==> src/hdl/tex_config.svh <==
`ifndef TEX_CONFIG_SVH
`define TEX_CONFIG_SVH

// Q16.16 coordinates
`define TEX_FIX 16

// dimension and coordinate width for sizes up to 64
`define TEX_DIM_W 7
`define TEX_LOD_W 3
`define TEX_LEVELS 7  // 64 down to 1

// texel store
`define TEX_MEM_AW 13
`define TEX_TEXEL_W 32

`endif

==> src/hdl/tex_pkg.sv <==
`default_nettype none
`include "tex_config.svh"

package tex_pkg;

  // code 3 is not named and falls back to clamp
  typedef enum logic [1:0] {
    WRAP_CLAMP  = 2'd0,
    WRAP_REPEAT = 2'd1,
    WRAP_MIRROR = 2'd2
  } wrap_mode_e;

  typedef struct packed {
    logic [`TEX_DIM_W-1:0] base_width;   // power of two
    logic [`TEX_DIM_W-1:0] base_height;  // power of two
  } tex_cfg_t;

  typedef struct packed {
    logic [31:0]           u;  // normalized Q16.16
    logic [31:0]           v;
    logic [`TEX_LOD_W-1:0] lod;
    wrap_mode_e            wrap_u;
    wrap_mode_e            wrap_v;
  } tex_req_t;

  typedef struct packed {
    logic [`TEX_DIM_W-1:0]  tex_x;
    logic [`TEX_DIM_W-1:0]  tex_y;
    logic [`TEX_MEM_AW-1:0] index;  // linear index inside the level
    logic [`TEX_LOD_W-1:0]  lod;
  } tex_coord_t;

  typedef struct packed {
    logic [`TEX_TEXEL_W-1:0] texel;
    logic [`TEX_DIM_W-1:0]   tex_x;
    logic [`TEX_DIM_W-1:0]   tex_y;
    logic [`TEX_LOD_W-1:0]   lod;
  } tex_resp_t;

  // level dimension never below one texel
  function automatic logic [`TEX_DIM_W-1:0] dim_at_lod(
      input logic [`TEX_DIM_W-1:0] base,
      input logic [`TEX_LOD_W-1:0] lod);
    logic [`TEX_DIM_W-1:0] d;
    d = base >> lod;
    return (d == '0) ? `TEX_DIM_W'(1) : d;
  endfunction

endpackage

`default_nettype wire

==> src/hdl/tex_fetch.sv <==
`timescale 1ns/1ns
`default_nettype none
`include "tex_config.svh"

module tex_fetch (
  input  wire                          clk,
  input  wire                          rst_n,
  input  wire                          coord_valid,
  output logic                         coord_ready,
  input  tex_pkg::tex_coord_t          coord,
  output logic [`TEX_LOD_W-1:0]        lookup_lod,
  input  wire  [`TEX_MEM_AW-1:0]       level_offset,
  output logic                         rd_en,
  output logic [`TEX_MEM_AW-1:0]       rd_addr,
  input  wire  [`TEX_TEXEL_W-1:0]      rd_data,
  output logic                         resp_valid,
  input  wire                          resp_ready,
  output tex_pkg::tex_resp_t           resp
);

  typedef struct packed {
    logic [`TEX_DIM_W-1:0] tex_x;
    logic [`TEX_DIM_W-1:0] tex_y;
    logic [`TEX_LOD_W-1:0] lod;
  } fields_t;

  typedef struct packed {
    logic [`TEX_MEM_AW-1:0] addr;
    fields_t                fields;
  } addr_stage_t;

  addr_stage_t a;
  logic        a_valid;
  fields_t     resp_fields;  // travels alongside the ram read
  logic        issue;

  assign lookup_lod  = coord.lod;
  assign issue       = a_valid && (!resp_valid || resp_ready);  // slot free or draining
  assign coord_ready = !a_valid || issue;
  assign rd_en       = issue;
  assign rd_addr     = a.addr;

  always_ff @(posedge clk or negedge rst_n) begin
    if (!rst_n) begin
      a_valid    <= 1'b0;
      resp_valid <= 1'b0;
    end else begin
      if (coord_ready)
        a_valid <= coord_valid;
      if (issue)
        resp_valid <= 1'b1;
      else if (resp_ready)
        resp_valid <= 1'b0;
    end
  end

  always_ff @(posedge clk) begin
    if (coord_valid && coord_ready) begin
      a.addr         <= level_offset + coord.index;  // chain offset plus index
      a.fields.tex_x <= coord.tex_x;
      a.fields.tex_y <= coord.tex_y;
      a.fields.lod   <= coord.lod;
    end
    if (issue)
      resp_fields <= a.fields;
  end

  always_comb begin
    resp.texel = rd_data;
    resp.tex_x = resp_fields.tex_x;
    resp.tex_y = resp_fields.tex_y;
    resp.lod   = resp_fields.lod;
  end

endmodule

`default_nettype wire

==> config.mk <==
export PLATFORM = sky130hd
export DESIGN_NAME = tex_fetch
export DESIGN_NICKNAME = d
export VERILOG_FILES = /design/src/hdl/tex_pkg.sv /design/src/hdl/tex_fetch.sv
export VERILOG_INCLUDE_DIRS = /design/src /design/src/hdl
export SDC_FILE = /design/constraint.sdc
export NUM_CORES = 1
export LEC_CHECK = 0
export CAP_MARGIN = 0
export CORE_MARGIN = 5
export CORE_UTILIZATION = 50
export CTS_BUF_LIST = sky130_fd_sc_hd__clkbuf_8
export CTS_CLUSTER_DIAMETER = 200
export DETAILED_ROUTE_END_ITERATION = 12
export DONT_BUFFER_PORTS = 1
export PLACE_DENSITY = 0.68
export SLEW_MARGIN = 15
export SYNTH_ARGS = -nofsm -noshare
export SYNTH_HDL_FRONTEND = slang
export SYNTH_SLANG_ARGS = --single-unit
export TNS_END_PERCENT = 30
==> constraint.sdc <==
create_clock -name clk -period 1.8 [get_ports clk]
set_clock_uncertainty 0.05 [all_clocks]
set_input_delay 0.09 -clock clk [delete_from_list [all_inputs] [get_ports clk]]
set_output_delay 0.09 -clock clk [all_outputs]
set_load 0.05 [all_outputs]
# --- After elaboration in Yosys (flattened, before gate mapping) ---
# Cells that the tools add are included.
classes:
  muxes: 2
  n_reduce_logical: 7
  n_addsub: 1
ops:
  columns: ["op", "n"]
  rows:
  - ["adder 13 bit", 1]
  - ["logical AND 1 bit", 2]
  - ["logical NOT 1 bit", 2]
  - ["logical OR 1 bit", 2]
  - ["2-to-1 mux 1 bit", 2]
  - ["nonzero test 2 bit", 1]
word_totals:
  out_inout_bits: 68
  elab_cells: 19
  reg_bits: 49
  inputBits: 79

# --- Longest topological paths before layout ---
depth:
  depth_word: 5
  ltp_mapped: 7
  depth_no_buf: 7

# --- Worst setup path after synthesis ---
# OpenSTA, ideal clock, no wires.
synth_timing:
  path_type: "register to register"
  from: "register resp_valid"
  to: "register a[0] in the netlist's numbering (enable)"
  setup_slack_ns: -0.585
  period_less_slack_ns: 2.385
  path_stages_with_launch: 3
  arrival_time_ns: 1.945
  n_path_buf: 0
  setup_ns: 0.390
  required_ns: 1.360
  path_cell_list: "dfrtp_1 > nand3b_1 > and2_1"
synth_via:
  elab_chain_len: 5
synth_lines:
  columns: ["element", "line", "rtl"]
  rows:
  - ["start: declaration", "tex_fetch.sv:16", "output logic resp_valid,"]
  - ["start signal: assignment", "tex_fetch.sv:46", "resp_valid <= 1'b0;"]
  - ["start signal: assignment", "tex_fetch.sv:51", "resp_valid <= 1'b1;"]
  - ["start signal: assignment", "tex_fetch.sv:53", "resp_valid <= 1'b0;"]
  - ["logical NOT 1 bit", "tex_fetch.sv:38", "assign issue = a_valid && (!resp_valid || resp_ready);"]
  - ["logical OR 1 bit", "tex_fetch.sv:38", null]
  - ["logical AND 1 bit", "tex_fetch.sv:38", null]
  - ["logical OR 1 bit", "tex_fetch.sv:39", "assign coord_ready = !a_valid || issue;"]
  - ["named net coord_ready", "tex_fetch.sv:9", "output logic coord_ready,"]
  - ["logical AND 1 bit", "tex_fetch.sv:58", "if (coord_valid && coord_ready) begin"]
  - ["end: declaration", "tex_fetch.sv:32", "addr_stage_t a;"]
# The timed path passes the listed nets, and every way through them passes these cells.
# A chain may end at the register's enable or synchronous reset.

# --- Worst setup path after layout ---
layout_timing:
  from: "input coord[3] in the netlist's numbering"
  to: "register a, in the netlist rd_addr[10], data pin"
layout_via:
  elab_chain_len: 1
layout_lines:
  columns: ["element", "line", "rtl"]
  rows:
  - ["start: declaration", "tex_fetch.sv:10", "input tex_pkg::tex_coord_t coord,"]
  - ["adder 13 bit", "tex_fetch.sv:59", "a.addr <= level_offset + coord.index;"]
# Every way passes these cells.

==> flow_summary.yaml <==
outcome:
  status: "completed"
pwr:
  switching_share: 0.302
  p_switching_w: 0.000784
  p_seq_frac: 0.635
  p_per_area_mw_per_mm2: 1050
  p_leak_nw: 0.909
  peakVddDrop_uv: 359
  internal_power_w: 0.00181
  p_comb_frac: 0.124
  clkPwrFrac: 0.241
timing:
  fin_tns_setup_ps: 0
  post-route-min-period_ps: 1660
  rsz0062_at_grt: "false"
  tightest_slew_ps: 487
  period_share: 0.925
  timing_hold_violations_final: 0
  holdWs_ps: 88.8
  slew_violations: 0
  timing.slew.headroom: 0.676
  max_freq_mhz: 601
  setup_violations: 0
yosys:
  synthCells: 165
  synth_edf_count: 47
  ys_seq_elements: 49
  synthTopCellsByArea: "edfxtp_1 59%, buf_4 15%, ha_1 6.2%"
  ys.flop_type: "edfxtp_1"
  synth_common_cells: "48 x buf_4, 47 x edfxtp_1, 12 x ha_1, 8 x xnor2_1, 7 x a21oi_1"
  ys_types: 31
  avgSynthCellArea_um2: 14.6
  yosys.area.top_type: "edfxtp_1"
  yosysWarnings: 0
  seq_area_frac_synth: 0.608
  syn_area_mm2: 0.00240
  synth_top_area_frac: 0.587
  synth_nets: 257
  synth-async-reset-ratio: 0.0408
  synth_most_common_cell: "buf_4"
clocking:
  cts_tree: "done"
  clkSinkCount: 49
  clock-root-buffer: "clkbuf_8"
  cts_buffers: 5
  clk_latency_ps: 290
  clk_pin_slew_ps: 80
  htree_levels: 2
  cts.path.max_buffers: 2
  post_cts_buffers: 0
global_route:
  antenna_found_initial: 0
  gr-total-overflow: 0
  grt_use_total: 0.142
  grt_use_met2: 0.248
  met1_usage: 0.135
  top_usage_layer: "met2"
  grt_pass1_wl_um: 6600
  grt_pass1_vias: 1241
  grt_max_degree: 31
  grtUsageMet3: 0.0703
route:
  drt_iter0_markers: 36
  ant_nets: 0
  wl_per_cell_um: 20.8
  dr.pass1.iters: 4
  vias: 1141
  avgViaCountPerCell: 5.54
  drc: 0
  routed_wl_um: 4280
floorplan:
  core_area_mm2: 0.00469
  io_pins: 147
  fp.dieH_um: 79.3
  die_w_um: 79.3
  num_rows: 25
  die-area_mm2: 0.00629
  initial_core_util: 0.512
layout:
  finalCoreUtilization: 0.528
  area_delta_synth_final_pct: 3.07
  final_nets: 243
  fin_area_mm2: 0.00248
  n_fill_cell: 399
  antenna_cells: 0
  drive_gt1_frac: 0.151
critical_path:
  crit_fanout: 3
  reg2reg_slack_ps: 310
  required_ps: 1790
  cp-endpoint: "rd_addr[10]"
  path_class: "in2reg"
  critPathArrivalTime_ps: 1660
  reg2reg_depth: 2
  r2r-end: "a[2]"
  start_kind: "input pin"
  reg2reg_from: "resp_valid"
  worstSetupStartpoint: "coord[3]"
  crit_path_end_kind: "flip-flop"
placed_design:
  dpl_cell_area_mm2: 0.00215
  gp_congestion: 0.752
  dp.final_hpwl_um: 3310
  io_buffers: 0
worst_hold_path:
  hold_path.class: "in2reg"
job:
  maxCapViolCount: 0
==> final cells by class <==
cell class | count | area [um2] | share of cell area
well taps | 54 | 67.6 | 0.0273
clock inverters | 3 | 21.3 | 0.00859
repair buffers | 27 | 260 | 0.105
flip-flops and latches | 49 | 1460 | 0.590
clock buffers | 5 | 68.8 | 0.0278
multi-input cells | 68 | 597 | 0.241
==> cells by family (layout without fill, tap and decap cells) <==
| family | Yosys count | count (layout) | share of synthesized area |
|---|---|---|---|
| simple gates | 18 | 18 | 0.0458 |
| flops | 49 | 49 | 0.608 |
| compound gates | 25 | 25 | 0.0817 |
| fa+ha+maj | 13 | 13 | 0.0708 |
| xor+xnor | 12 | 12 | 0.0437 |
| buf+inv | 48 | 35 | 0.150 |
==> metrics by stage <==
step	cells	total power, W	worst slack (ps)
final	206	0.00259	135
after global routing	206	0.00271	0.761
after CTS	206	0.00262	19.8
after detailed placement	175	0.00195	-324
after global placement	175	0.00194	-269
after floorplan	165	0.00213	-150
==> flip-flops by register name (all words and copies together), names as in the netlist <==
register / count
resp: 17
rd_addr: 13
resp_valid: 1
a_valid: 1
a: 17
==> metal layers <==
metal / share of wire / vias to the layer above / routed length (um)
met5: 0 / - / 0
met4: 0.037 / 0 / 157
met3: 0.11 / 21 / 476
met2: 0.51 / 94 / 2190
met1: 0.34 / 508 / 1460
li1: - / 518 / -
==> power by group through the flow <==
stage	sequential [W]	combinational [W]	clock (W)
2_1_floorplan	0.00153	0.000604	0
5_1_grt	0.00165	0.000355	0.000696
4_1_cts	0.00165	0.000321	0.000648
3_3_place_gp	0.00167	0.000262	0
6_report	0.00165	0.000323	0.000625
3_5_place_dp	0.00168	0.000271	0
==> critical path, stage by stage <==
cell and delay (ps):
ha_1 200, fa_1 430, a211oi_2 260, o21bai_1 130, a211oi_2 280, o31ai_1 120
xor2_1 140
==> cell usage in the layout (no fill, tap or decap), drive strengths merged <==
cell         Yosys  final
a221oi           1      1
nand3b           1      1
buf             48      4
a2111oi          1      1
fa               1      1
a211oi           3      3
a21oi            8      8
a21bo            1      1
o31ai            1      1
inv              0      1
a21o             4      4
ha              12     12
nand2b           3      3
clkinv           0      1
o21ai            3      3
a31oi            1      1
dfrtp            2      2
a21boi           1      1
clkbuf           0      5
and4b            1      1
edfxtp          47     47
dlygate4sd3      0     23
clkinvlp         0      1
nand2            2      2
and3             3      3
xor2             4      4
o21bai           1      1
and2             3      3
nand3            1      1
nor2b            1      1
nor2             3      3
xnor2            8      8
==> what timing repair did <==
| action | 4_1_cts | 5_1_grt |
|---|---|---|
| setup endpoints to repair | 1 | 3 |
| gates resized for setup | 1 | 2 |
| endpoints found under the hold margin | 23 | 0 |
| hold buffers | 23 | 0 |
==> worst min path at each step <==
stage	from	to	cells past startpoint
global placement	rst_n	a_valid	0
finish	coord[15]	rd_addr[12]	2
CTS	coord[15]	rd_addr[12]	2
floorplan	rst_n	a_valid	0
global route	coord[15]	rd_addr[12]	2
detailed placement	rst_n	a_valid	0
No activity file was read; power rests on OpenSTA's default activity.
