==> config.mk <==
export PLATFORM = sky130hd
export DESIGN_NAME = mip_offset_calc
export DESIGN_NICKNAME = d
export VERILOG_FILES = /design/src/hdl/tex_pkg.sv /design/src/hdl/mip_offset_calc.sv
export VERILOG_INCLUDE_DIRS = /design/src /design/src/hdl
export SDC_FILE = /design/constraint.sdc
export NUM_CORES = 1
export LEC_CHECK = 0
export BUFFER_PORTS_ARGS = -buffer_cell sky130_fd_sc_hd__buf_2
export CAP_MARGIN = 10
export CORE_ASPECT_RATIO = 0.9
export CORE_MARGIN = 1
export CORE_UTILIZATION = 57
export DETAILED_ROUTE_END_ITERATION = 8
export PLACE_DENSITY = 0.8
export SYNTH_ARGS = -nofsm -noshare
export SYNTH_HDL_FRONTEND = slang
export SYNTH_SLANG_ARGS = --single-unit
==> constraint.sdc <==
create_clock -name clk -period 9.2 [get_ports clk]
set_input_delay 1.84 -clock clk [delete_from_list [all_inputs] [get_ports clk]]
set_output_delay 1.84 -clock clk [all_outputs]
set_load 0.03 [all_outputs]
==> src/hdl/tex_config.svh <==
`ifndef TEX_CONFIG_SVH
`define TEX_CONFIG_SVH

// Q16.16 coordinates
`define TEX_FIX 16

// dimension and coordinate width for sizes up to 64
`define TEX_DIM_W 7
`define TEX_LOD_W 3
`define TEX_LEVELS 7  // 64 down to 1

// texel store
`define TEX_MEM_AW 13
`define TEX_TEXEL_W 32

`endif

==> src/hdl/tex_pkg.sv <==
`default_nettype none
`include "tex_config.svh"

package tex_pkg;

  // code 3 is not named and falls back to clamp
  typedef enum logic [1:0] {
    WRAP_CLAMP  = 2'd0,
    WRAP_REPEAT = 2'd1,
    WRAP_MIRROR = 2'd2
  } wrap_mode_e;

  typedef struct packed {
    logic [`TEX_DIM_W-1:0] base_width;   // power of two
    logic [`TEX_DIM_W-1:0] base_height;  // power of two
  } tex_cfg_t;

  typedef struct packed {
    logic [31:0]           u;  // normalized Q16.16
    logic [31:0]           v;
    logic [`TEX_LOD_W-1:0] lod;
    wrap_mode_e            wrap_u;
    wrap_mode_e            wrap_v;
  } tex_req_t;

  typedef struct packed {
    logic [`TEX_DIM_W-1:0]  tex_x;
    logic [`TEX_DIM_W-1:0]  tex_y;
    logic [`TEX_MEM_AW-1:0] index;  // linear index inside the level
    logic [`TEX_LOD_W-1:0]  lod;
  } tex_coord_t;

  typedef struct packed {
    logic [`TEX_TEXEL_W-1:0] texel;
    logic [`TEX_DIM_W-1:0]   tex_x;
    logic [`TEX_DIM_W-1:0]   tex_y;
    logic [`TEX_LOD_W-1:0]   lod;
  } tex_resp_t;

  // level dimension never below one texel
  function automatic logic [`TEX_DIM_W-1:0] dim_at_lod(
      input logic [`TEX_DIM_W-1:0] base,
      input logic [`TEX_LOD_W-1:0] lod);
    logic [`TEX_DIM_W-1:0] d;
    d = base >> lod;
    return (d == '0) ? `TEX_DIM_W'(1) : d;
  endfunction

endpackage

`default_nettype wire

==> src/hdl/mip_offset_calc.sv <==
`timescale 1ns/1ns
`default_nettype none
`include "tex_config.svh"

module mip_offset_calc (
  input  wire                          clk,
  input  wire                          rst_n,
  input  tex_pkg::tex_cfg_t            cfg,
  input  wire                          cfg_load,
  output logic                         table_busy,
  input  wire  [`TEX_LOD_W-1:0]        lookup_lod,
  output logic [`TEX_MEM_AW-1:0]       level_offset
);

  tex_pkg::tex_cfg_t      cfg_r;
  logic [`TEX_LOD_W-1:0]  lvl;
  logic [`TEX_MEM_AW-1:0] run_sum;  // start of the current level
  logic [`TEX_MEM_AW-1:0] area;
  logic [`TEX_MEM_AW-1:0] offs [`TEX_LEVELS];

  assign area = `TEX_MEM_AW'(tex_pkg::dim_at_lod(cfg_r.base_width, lvl))
              * `TEX_MEM_AW'(tex_pkg::dim_at_lod(cfg_r.base_height, lvl));

  always_ff @(posedge clk) begin
    if (cfg_load)
      cfg_r <= cfg;
  end

  // one level per cycle
  always_ff @(posedge clk or negedge rst_n) begin
    if (!rst_n) begin
      table_busy <= 1'b0;
      lvl        <= '0;
      run_sum    <= '0;
      for (int i = 0; i < `TEX_LEVELS; i++)
        offs[i] <= '0;
    end else if (cfg_load) begin
      table_busy <= 1'b1;
      lvl        <= '0;
      run_sum    <= '0;
    end else if (table_busy) begin
      offs[lvl] <= run_sum;
      run_sum   <= run_sum + area;
      lvl       <= lvl + 1'b1;
      if (lvl == `TEX_LOD_W'(`TEX_LEVELS - 1))
        table_busy <= 1'b0;  // last level written
    end
  end

  assign level_offset = (lookup_lod < `TEX_LOD_W'(`TEX_LEVELS)) ? offs[lookup_lod] : '0;

endmodule

`default_nettype wire

# After elaboration in Yosys (flattened, before gate mapping)
# Cells that the tools add are included.
# totals
register_bits	122
output_inout_bits	14
in_bits	20
# op_classes
n_shift	2
muxes	16
bitwise	3
magnitude_cmp	4
addsub	2
multipliers	1
n_reduce_logical	5
eq_ne	1
# ops
operator	n
bitwise mux 91 bit	1
two-way mux 13 bit	6
binary-select mux 13 bit (select 3 bit)	1
demux 13 bit (select 3 bit)	1
zero test 7 bit	2
two-way mux 7 bit	2
right shift 7 x 3 -> 7 bit	2
adder 13 bit	1
multiplier 7 x 7 -> 13 bit	1
>= comparator 4 bit, second input constant	2
inverter 3 -> 4 bit	2
two-way mux 3 bit	2
less-than comparator 4 x 1 -> 1 bit, second input constant	1
adder 3 x 1 -> 3 bit, second input constant	1
equality test 3 bit, second input constant	1
less-than comparator 3 bit, second input constant	1
two-way mux 1 bit	3
AND reduction 2 bit	1
nonzero test 2 bit	1
logical AND 1 bit	1
inverter 1 bit	1

# Longest topological paths before layout
# Gate-level depths: netlist of run 1.
# depth
word_depth	7
depth_mapped	23
depth_no_buf	21

# Worst setup path after synthesis of run 1
# Ideal clock, no wire load.
# synth_timing
kind	register -> register
from	register lvl[0]
to	register run_sum[12]
slack_ns	3.700
path_stages_with_launch	22
path_buffers	1
period_less_slack_ns	5.500
arrival_ns	5.373
required_ns	9.072
path_cell_list	dfrtp_1 buf_6 mux2_2 mux2i_4 and3_1 o21ai_2 o211a_1 or2_1 fa_1 fa_1 inv_1 fa_1 inv_1 fa_1 inv_1 ha_1 a21o_1 a21oi_1 a21o_1 a2111oi_1 o21bai_2 mux2_1
# synth_between
elab_chain_len	7
elab_cells_between_ends	10
# synth_rtl
element	line_no	rtl
start: declaration	mip_offset_calc.sv:16	logic [`TEX_LOD_W-1:0] lvl;
start signal: assignment	mip_offset_calc.sv:44	lvl <= lvl + 1'b1;
right shift 7 x 3 -> 7 bit	tex_pkg.sv:45	d = base >> lod;
zero test 7 bit	tex_pkg.sv:46	return (d == '0) ? `TEX_DIM_W'(1) : d;
two-way mux 7 bit	tex_pkg.sv:46	
multiplier 7 x 7 -> 13 bit (no line) *	n/a	
adder 13 bit *	mip_offset_calc.sv:43	run_sum <= run_sum + area;
two-way mux 13 bit *	mip_offset_calc.sv:41	end else if (table_busy) begin
two-way mux 13 bit *	mip_offset_calc.sv:37	end else if (cfg_load) begin
end signal: assignment	mip_offset_calc.sv:43	
end: declaration	mip_offset_calc.sv:17	logic [`TEX_MEM_AW-1:0] run_sum;
# Every way passes the cells marked *; elsewhere a longest branch is shown, timed or not. The select of a mux whose other input is x is not followed.
# A chain may end at the register's enable or synchronous reset.

# Worst setup path after layout of run 1
# Ends and elaborated chain as after synthesis.

==> flow_summary.toml, run 1 <==
[timing]
max_freq_mhz = 158
finalCritPeriodShare = 0.688
fin_skew_ns = 0.00831
grt_setup_unrepaired = "no"
tns_ns = 0
hold_slack_ns = 0.495
period_needed_ns = 6.33
tightest_slew_ns = 1.04
report.final.slew_viol_count = 0
hold_viol = 0
setup_viol = 0
maxSlewHeadroom = 0.309

[cts]
cts_setup_buffers = 0
clockBufferDepth = 2
htree_levels = 4
cts_root_buffer = "clkbuf_16"
cts_buffers = 17
cts_tree = "done"
clock_latency_ns = 0.42
cts_resized = 0
ctsHoldBuffers = 0
path_clk_slew_ns = 0.06
cts_num_sinks = 122

[setup_path]
worstSetupStartpointType = "register"
r2r_start = "lvl[0]$_DFFE_PN0P_"
crit_cells = 20
crit_top_cell = "fa_1"
arrival_ns = 6.63
cpMaxStageDelayCell = "dfrtp_1"
cp_top_family = "adder cells"
r2r_cells = 20
worst_setup_path_end_kind = "register"
critical_path_buf_inv_count = 3
worstPathRequired_ns = 9.50
critPathKind = "reg -> reg"
max_stage_delay_ns = 0.91
path_max_fanout = 21
startpoint = "lvl[0]$_DFFE_PN0P_"
path_cells = "mux2i_1, nand2b_1, and3_1, o21ai_2, o211a_1, or2_1, fa_1, fa_1, inv_1, fa_1, inv_1, fa_1, inv_1, ha_1, a21o_1, a21oi_1, a21o_1, a2111oi_1, o21bai_2, mux2_1"

[floorplan]
num_rows = 39
die_h_um = 112
die_area_mm2 = 0.0139
io_pins = 34
start_util = 0.594
die_w_um = 124
core_area_mm2 = 0.0129

[layout]
nNetsFinal = 779
fill_cells = 951
stdcell_area_mm2 = 0.00843
final_cells = 869
syn2layout_area_growth_pct = 10.2
multi_input_area_mm2 = 0.00410
final_layout_size_suffix_gt1_frac = 0.278
seqCellArea_mm2 = 0.00312
antenna_cells = 0

[global_routing]
grt_antenna_before_repair = 0
overflow = 0
grt_pass1_vias = 5647
grt_max_degree = 85
grtUsageTotal = 0.272
grt_pass1_wl_um = 28200

[yosys]
ys_seq_elements = 122
synth.net_count = 754
synth_top_area_cell = "dfrtp_1"
yosysSeqAreaShare = 0.408
synth-warning-count = 0
synth.most_common_cell = "dfrtp_1"
synth_cells = 667
synthTopCellsByCount = "108 x dfrtp_1, 91 x mux2_2, 87 x nor2_1"
syn_area_mm2 = 0.00765
yosysTopAreaCellShare = 0.353
synth_top_flop_cell = "dfrtp_1"
ys_types = 55
synth_edf_count = 14
syn_avg_cell_area_um2 = 11.5
synthArstFlopShare = 0.885
synthTopCellsByArea = "dfrtp_1 35%, mux2_2 13%, fa_1 9.2%, edfxtp_1 5.5%, ha_1 5.2%"

[placement]
io_buffers = 33
dp_hpwl_um = 11500
post_dp_cell_area_mm2 = 0.00787
gp_congestion = 0.889
placed_cells = 837

[power]
seqPwrFrac = 0.271
combPwrFrac = 0.536
power.density_mw_per_mm2 = 389
vdd_ir_drop_max_v = 0.000270
clockPowerShare = 0.193
p_leak_nw = 4.10
intPower_mw = 1.91
power_switching_mw = 1.38
p_total_mw = 3.28
p_sw_frac = 0.419

[detailed_routing]
drtIter0Drc = 345
avgRoutedWirePerCell_um = 19.2
firstDrtPassIters = 5
via_count = 5138
viasPerCell = 5.91
postRouteAntennaNets = 0
drt-total-wl_um = 16700
drc = 0

[min_path]
holdPathStages = 2
hp-start = "offs[37]$_DFFE_PN0P_"
hp-class = "reg -> reg"

[run]
drv_cap = 0

[run_status]
status = "complete, no violations"
## placed cells by master, fill, tap and decap left out, types with 2 or more instances in the layout
master	Yosys	layout
mux2_2	91	91
mux2_1	3	3
buf_2	12	32
buf_4	4	4
nor3_1	2	2
o21ai_1	3	3
clkinv_2	0	2
nor2_4	3	3
nand2b_1	9	9
nor2_1	87	87
fa_1	35	35
o21ai_0	13	13
clkbuf_16	0	17
and3_1	3	3
a211oi_1	5	5
mux4_2	13	13
xnor2_1	8	8
nand3_1	4	4
inv_6	0	5
clkinvlp_4	0	2
edfxtp_1	14	14
a21o_1	6	6
or3_1	2	2
clkinv_4	0	4
nand2_1	17	17
mux2i_1	29	29
inv_1	65	65
a21oi_1	40	40
o22a_1	3	3
nor3b_1	2	2
or2_2	9	9
inv_2	2	2
nor2b_1	4	4
o21a_1	4	4
ha_1	32	32
dfrtp_1	108	108
## cell type report
class	instances	share of cell area
Clock inverter	15	0.0166
Timing Repair Buffer	36	0.0226
Multi-Input combinational cell	448	0.486
Clock buffer	17	0.0505
Tap cell	164	0.0243
Sequential cell	122	0.370
Inverter	67	0.0298
## layer usage
layer,part of all wire,track usage,vias up,wire length (um)
met5,0,0,-,0
met4,0.027,0.120,0,448
met3,0.045,0.0599,43,745
met2,0.50,0.443,160,8340
met1,0.43,0.346,2610,7130
li1,-,-,2325,-
## sequential cells by signal, indices dropped and copies added (netlist names)
| name | cells |
|---|---|
| lvl | 3 |
| cfg_r | 14 |
| run_sum | 13 |
| table_busy | 1 |
| offs | 91 |
## stage by stage
| stage | setup WS [ns] | utilization |
|---|---|---|
| after detailed placement | 2.95 | 0.611 |
| after global placement | 3.11 | 0.611 |
| final | 2.87 | 0.655 |
| after global routing | 2.48 | 0.655 |
| after floorplan | 3.70 | - |
| after CTS | 2.89 | 0.655 |
## worst register-to-register path: cells and delay by family (launching register included)
kind            cells  cell delay, ns
buf+inv             3            0.16
mux                 2            0.79
fa+ha+maj           5            2.50
compound gates      7            1.19
simple gates        3            0.65
flops               1            0.91
## worst paths after layout
check / end / slack, ns
max: run_sum[12]$_DFFE_PN0P_ / 2.87
min in group asynchronous: offs[15]$_DFFE_PN0P_ / 1.31
max in group asynchronous: run_sum[9]$_DFFE_PN0P_ / 6.55
min: offs[37]$_DFFE_PN0P_ / 0.50
max reg2reg: run_sum[12]$_DFFE_PN0P_ / 2.87
min reg2reg: offs[37]$_DFFE_PN0P_ / 0.50
## logic make-up after synthesis
kind of cell             Yosys count  share of synthesized area
buffers and inverters             97                     0.0564
AO/OA/AOI/OAI                     85                     0.0700
XOR/XNOR                           9                     0.0103
AND/OR/NAND/NOR                  150                     0.0937
adder cells (fa/ha/maj)           67                      0.144
multiplexers                     137                      0.217
flip-flops                       122                      0.408
## power groups by stage
stage | sequential, mW | clock (mW) | combinational [mW]
after CTS | 0.885 | 0.639 | 1.76
after global routing | 0.910 | 0.666 | 2.02
after floorplan | 0.827 | 0 | 1.40
after detailed placement | 0.890 | 0 | 1.72
final | 0.888 | 0.632 | 1.76
after global placement | 0.868 | 0 | 1.63
Power figures use the tool's default switching activity.
==> run 2: changes to the inputs <==
- ABC_AREA: not set -> 1
- PLACE_DENSITY: 0.8 -> 0.83
- clock period: 9.2 -> 5.5 ns (I/O delays scaled with it)
==> run 2 against run 1 <==
Combinational power up 47%; critical path depth rose by 7; fmax is 26% higher; routed wire length up 14%; clock power rose by 72%; area after synthesis is 2.2% higher; highest routed layer unchanged; final area increased by 2.1%; worst hold slack got worse by 0.010 ns; critical path type unchanged; die area up 2.2%.
==> flow_summary.toml, run 2 <==
[run_status]
status = "complete, no violations"

[run]
drv_cap = 0

[yosys]
synth_top_area_cell = "dfrtp_1"
synth_xor_area_frac = 0
yosysSeqAreaShare = 0.399
synth_mux_area_frac = 0
ys_types = 43
synthTopCellsByCount = "231 x nand2_1, 142 x inv_1, 108 x dfrtp_1"
synthArstFlopShare = 0.885
syn_avg_cell_area_um2 = 8.22
synthAdderAreaFrac = 0.141
synth-warning-count = 0
ys_seq_elements = 122
synth_top_family_by_area = "simple AND/OR/NAND/NOR gates"
synth.net_count = 1038
synthTopCellsByArea = "dfrtp_1 35%, nand2_1 11%, fa_1 9.0%, inv_1 6.8%, o21ai_0 6.8%"
synth_cells = 951
synth_edf_count = 14
yosysTopAreaCellShare = 0.346
synth_compound_area_frac = 0.151
syn_area_mm2 = 0.00782
synth.most_common_cell = "nand2_1"
yosys.area_share.simple = 0.208
synth_top_flop_cell = "dfrtp_1"

[cts]
htree_levels = 4
path_clk_slew_ns = 0.06
cts_resized = 0
clockBufferDepth = 2
cts_setup_buffers = 0
cts_root_buffer = "clkbuf_16"
clock_latency_ns = 0.43
cts_num_sinks = 122
cts_tree = "done"
ctsHoldBuffers = 0
cts_buffers = 17

[floorplan]
die_w_um = 125
die_h_um = 113
io_pins = 34
num_rows = 40
core_area_mm2 = 0.0134
die_area_mm2 = 0.0142
start_util = 0.585

[timing]
setup_viol = 0
tightest_slew_ns = 0.864
report.final.slew_viol_count = 0
period_needed_ns = 5.02
grt_setup_unrepaired = "no"
hold_viol = 0
max_freq_mhz = 199
maxSlewHeadroom = 0.422
fin_skew_ns = 0.0127
finalCritPeriodShare = 0.912
tns_ns = 0

[power]
combPwrFrac = 0.506
vdd_ir_drop_max_v = 0.000365
intPower_mw = 2.81
seqPwrFrac = 0.280
power.density_mw_per_mm2 = 592
p_total_mw = 5.09
power_switching_mw = 2.28
p_sw_frac = 0.448
p_leak_nw = 4.38
clockPowerShare = 0.214

[setup_path]
critPathKind = "reg -> reg"
cpMaxStageDelayCell = "fa_1"
max_stage_delay_ns = 0.55
cp_top_family = "adder cells"
r2r_start = "lvl[0]$_DFFE_PN0P_"
r2r_cells = 27
critical_path_buf_inv_count = 5
cp-endpoint = "run_sum[12]$_DFFE_PN0P_"
startpoint = "lvl[0]$_DFFE_PN0P_"
worstSetupStartpointType = "register"
arrival_ns = 5.33
worst_setup_path_end_kind = "register"
worstPathRequired_ns = 5.82
r2r-end = "run_sum[12]$_DFFE_PN0P_"
crit_cells = 27
crit_top_cell = "nand2_1"
path_max_fanout = 16
rrSetupSlack_ns = 0.48

[placement]
gp_congestion = 0.958
io_buffers = 33
dp_hpwl_um = 13000

[layout]
seqCellArea_mm2 = 0.00313
fill_cells = 1090
top_register = "offs"
final_layout_size_suffix_gt1_frac = 0.123
largest_reg_flops = 91
syn2layout_area_growth_pct = 10.1
final_cell_mix = "231 x nand2_1, 142 x inv_1, 106 x o21ai_0"
nNetsFinal = 1059
antenna_cells = 0
largestRegisters = "offs (91), cfg_r (14), run_sum (13)"
multi_input_area_mm2 = 0.00391
final_common_cell = "nand2_1"

[detailed_routing]
firstDrtPassIters = 7
via_count = 6455
drt-total-wl_um = 19100
drc = 0
viasPerCell = 5.60
postRouteAntennaNets = 0
drtIter0Drc = 677
avgRoutedWirePerCell_um = 16.5

[global_routing]
grt_antenna_before_repair = 0
grt_pass1_vias = 6517
overflow = 0
grtUsageTotal = 0.293
grt_max_degree = 68
grt_pass1_wl_um = 32000

[min_path]
hp-class = "reg -> reg"
[run 2: worst min path at each step]
| stage | start | end | slack, ns | depth (start not counted) |
|---|---|---|---|---|
| floorplan | offs[26]$_DFFE_PN0P_ | offs[26]$_DFFE_PN0P_ | 0.45 | 2 |
| detailed placement | offs[82]$_DFFE_PN0P_ | offs[82]$_DFFE_PN0P_ | 0.47 | 2 |
| finish | offs[34]$_DFFE_PN0P_ | offs[34]$_DFFE_PN0P_ | 0.49 | 2 |
| global route | offs[53]$_DFFE_PN0P_ | offs[53]$_DFFE_PN0P_ | 0.50 | 2 |
| CTS | offs[80]$_DFFE_PN0P_ | offs[80]$_DFFE_PN0P_ | 0.48 | 2 |
| global placement | offs[26]$_DFFE_PN0P_ | offs[26]$_DFFE_PN0P_ | 0.46 | 2 |
[run 2: through the flow]
| stage | std cells | util | worst slack [ns] | hold slack (ns) | area (um2) |
|---|---|---|---|---|---|
| after floorplan | 951 | - | 0.917 | 0.448 | 7820 |
| after global placement | 1121 | 0.600 | 0.446 | 0.460 | 8020 |
| after detailed placement | 1121 | 0.600 | 0.330 | 0.469 | 8020 |
| after CTS | 1153 | 0.644 | 0.295 | 0.483 | 8610 |
| after global routing | 1153 | 0.644 | 0.0497 | 0.502 | 8610 |
| final | 1153 | 0.644 | 0.484 | 0.485 | 8610 |
[run 2: per-layer routing]
layer / global-route usage / wire (um) / up-vias
met1: 0.393 / 8500 / 3117
met2: 0.475 / 8980 / 236
met5: 0 / 0 / -
met4: 0.0959 / 360 / 0
met3: 0.0638 / 1230 / 28
li1: - / - / 3074
[run 2: area by class of cell]
type,count,share of cell area
timing repair buffer,37,0.0244
multi-input combinational,644,0.454
tap,168,0.0244
clock inverter,12,0.0134
sequential,122,0.363
clock buffer,20,0.0543
inverter,150,0.0660
[run 2: cell families (layout without fill, tap and decap cells)]
| logic type | Yosys count | in the layout |
|---|---|---|
| flip-flops | 122 | 122 |
| AND/OR/NAND/NOR | 368 | 368 |
| adder cells (fa/ha/maj) | 67 | 67 |
| AO/OA/AOI/OAI | 209 | 209 |
| buffers and inverters | 185 | 219 |
[run 2: power by group through the flow]
stage | sequential (mW) | combinational [mW] | clock (mW)
floorplan | 1.37 | 1.99 | 0
global placement | 1.41 | 2.45 | 0
detailed placement | 1.42 | 2.53 | 0
CTS | 1.42 | 2.57 | 1.09
global route | 1.46 | 2.99 | 1.13
finish | 1.43 | 2.58 | 1.09
[run 2: tightest hold or removal path: cells and delay by family (launching register included)]
kind	cells	cell delay, ns
DFF	1	0.33
AOI/OAI and AO/OA	1	0.06
and+or+nand+nor	1	0.05
==> run 3: changes to the inputs <==
- CORE_ASPECT_RATIO: 0.9 -> 0.8
- PLACE_DENSITY: 0.83 -> 0.8
- clock period: 5.5 -> 5.46 ns (I/O delays scaled with it)
==> run 3 against run 2 <==
Utilization up 1.3 points; clock-buffer cell count down 3; largest power group unchanged; largest cell class unchanged; final area about the same.
==> flow_summary.toml, run 3 (same netlist as run 2, synthesis figures left out) <==
[run_status]
status = "complete, no violations"

[setup_path]
path_max_fanout = 14
arrival_ns = 5.36
worstSetupStartpointType = "register"
critPathKind = "reg -> reg"
worst_setup_path_end_kind = "register"
worstPathRequired_ns = 5.76

[layout]
largestRegisters = "offs (91), cfg_r (14), run_sum (13)"
antenna_cells = 0
top_register = "offs"
syn2layout_area_growth_pct = 10.1
stdcell_area_mm2 = 0.00861
utilization = 0.657
nNetsFinal = 1059
largest_reg_flops = 91
final_common_cell = "nand2_1"
final_layout_size_suffix_gt1_frac = 0.123
fill_cells = 1027
final_cell_mix = "231 x nand2_1, 142 x inv_1, 106 x o21ai_0"

[timing]
hold_viol = 0
grt_setup_unrepaired = "no"
max_freq_mhz = 198
setup_viol = 0
tightest_slew_ns = 0.960
tns_ns = 0
setup_slack_ns = 0.397
maxSlewHeadroom = 0.358
fin_skew_ns = 0.0123
hold_slack_ns = 0.479
period_needed_ns = 5.06
report.final.slew_viol_count = 0
finalCritPeriodShare = 0.927

[global_routing]
grtUsageTotal = 0.294
grt_pass1_wl_um = 32300
grt_pass1_vias = 6423
overflow = 0
grt_antenna_before_repair = 0
grt_max_degree = 75

[run]
drv_cap = 0

[cts]
clockBufferDepth = 2
cts_setup_buffers = 0
cts_tree = "done"
htree_levels = 4
clock_latency_ns = 0.42
cts_buffers = 17
cts_resized = 0
cts_root_buffer = "clkbuf_16"
path_clk_slew_ns = 0.06
cts_num_sinks = 122
ctsHoldBuffers = 0

[placement]
io_buffers = 33
dp_slack_ns = 0.312
gp_congestion = 0.951
dp_hpwl_um = 13000
post_dp_cell_area_mm2 = 0.00803

[detailed_routing]
avgRoutedWirePerCell_um = 16.3
firstDrtPassIters = 5
routed.top_layer = "met4"
drtIter0Drc = 582
drt-total-wl_um = 18900
met1_length_um = 8690
met2WireLength_um = 8590
via_count = 6489
postRouteAntennaNets = 0
viasPerCell = 5.60
met3_length_um = 1390
drc = 0

[floorplan]
die_h_um = 107
start_util = 0.597
die_area_mm2 = 0.0142
num_rows = 37
io_pins = 34
core_area_mm2 = 0.0131
die_w_um = 133

[power]
clockPowerShare = 0.215
power_switching_mw = 2.27
power.density_mw_per_mm2 = 593
p_sw_frac = 0.445
seqPwrFrac = 0.281
combPwrFrac = 0.504
p_leak_nw = 4.38
intPower_mw = 2.83
vdd_ir_drop_max_v = 0.000346

[min_path]
hp-class = "reg -> reg"
==> run 3: changes by cell type in the layout (fill, tap and decap cells not counted) <==
cell / previous run / this run
clkinv_2: 2 / 4
clkinv_4: 5 / 3
clkinvlp_4: 3 / 1
inv_6: 1 / 3
bufinv_16: 1 / 2
clkbuf_1: 1 / 0
clkbuf_16: 18 / 17
clkbuf_8: 1 / 0
inv_4: 2 / 3
==> run 3: critical path, cell delays in order, from the launching register on <==
cell,delay (ns)
dfrtp_2,0.49
inv_2,0.23
nand2_1,0.13
nand3_2,0.12
nand2_1,0.10
nor2_2,0.17
nand3_1,0.10
o21ai_1,0.18
nand2_1,0.11
fa_1,0.52
fa_1,0.54
inv_1,0.05
fa_1,0.53
inv_1,0.06
fa_1,0.53
inv_1,0.04
ha_1,0.34
nand2_1,0.12
inv_1,0.04
nand2_1,0.06
nand2_1,0.07
nand2_1,0.09
nand2_1,0.05
nor2_1,0.09
nand3_1,0.07
nand3_1,0.07
nand2_1,0.05
==> run 3: path summary, 6_finish.rpt <==
kind / from / endpoint / slack, ns / cells after the start
worst min-delay path: offs[71]$_DFFE_PN0P_ / offs[71]$_DFFE_PN0P_ / 0.48 / 2
max in group asynchronous: rst_n / lvl[2]$_DFFE_PN0P_ / 3.64 / 2
worst max register to register: lvl[0]$_DFFE_PN0P_ / run_sum[12]$_DFFE_PN0P_ / 0.40 / 26
worst min register to register: offs[71]$_DFFE_PN0P_ / offs[71]$_DFFE_PN0P_ / 0.48 / 2
min in group asynchronous: rst_n / offs[63]$_DFFE_PN0P_ / 0.79 / 1
worst max-delay path: lvl[0]$_DFFE_PN0P_ / run_sum[12]$_DFFE_PN0P_ / 0.40 / 26
==> run 3: final cells by class <==
cell class	count	area, um2	share of cell area
repair buffers	37	210	0.0244
well taps	175	219	0.0254
inverters	150	568	0.0660
flip-flops and latches	122	3130	0.363
clock inverters	14	146	0.0170
clock buffers	17	425	0.0494
multi-input cells	644	3910	0.455
==> run 3: through the flow <==
step           power, mW  std cells
2_1_floorplan       3.38        951
3_3_place_gp        3.89       1128
3_5_place_dp        3.96       1128
4_1_cts             5.10       1159
5_1_grt             5.67       1159
6_report            5.11       1159
==> run 3: power groups by stage <==
stage | clock network, mW | logic (mW) | registers [mW]
floorplan | 0 | 2.01 | 1.38
global placement | 0 | 2.47 | 1.43
detailed placement | 0 | 2.53 | 1.43
CTS | 1.10 | 2.57 | 1.43
global route | 1.15 | 3.05 | 1.47
finish | 1.10 | 2.57 | 1.43
==> run 3: layer usage <==
metal	up-vias	GRT usage
met5	-	0
met1	3120	0.397
met3	30	0.0804
met2	258	0.467
met4	0	0.0854
li1	3081	-
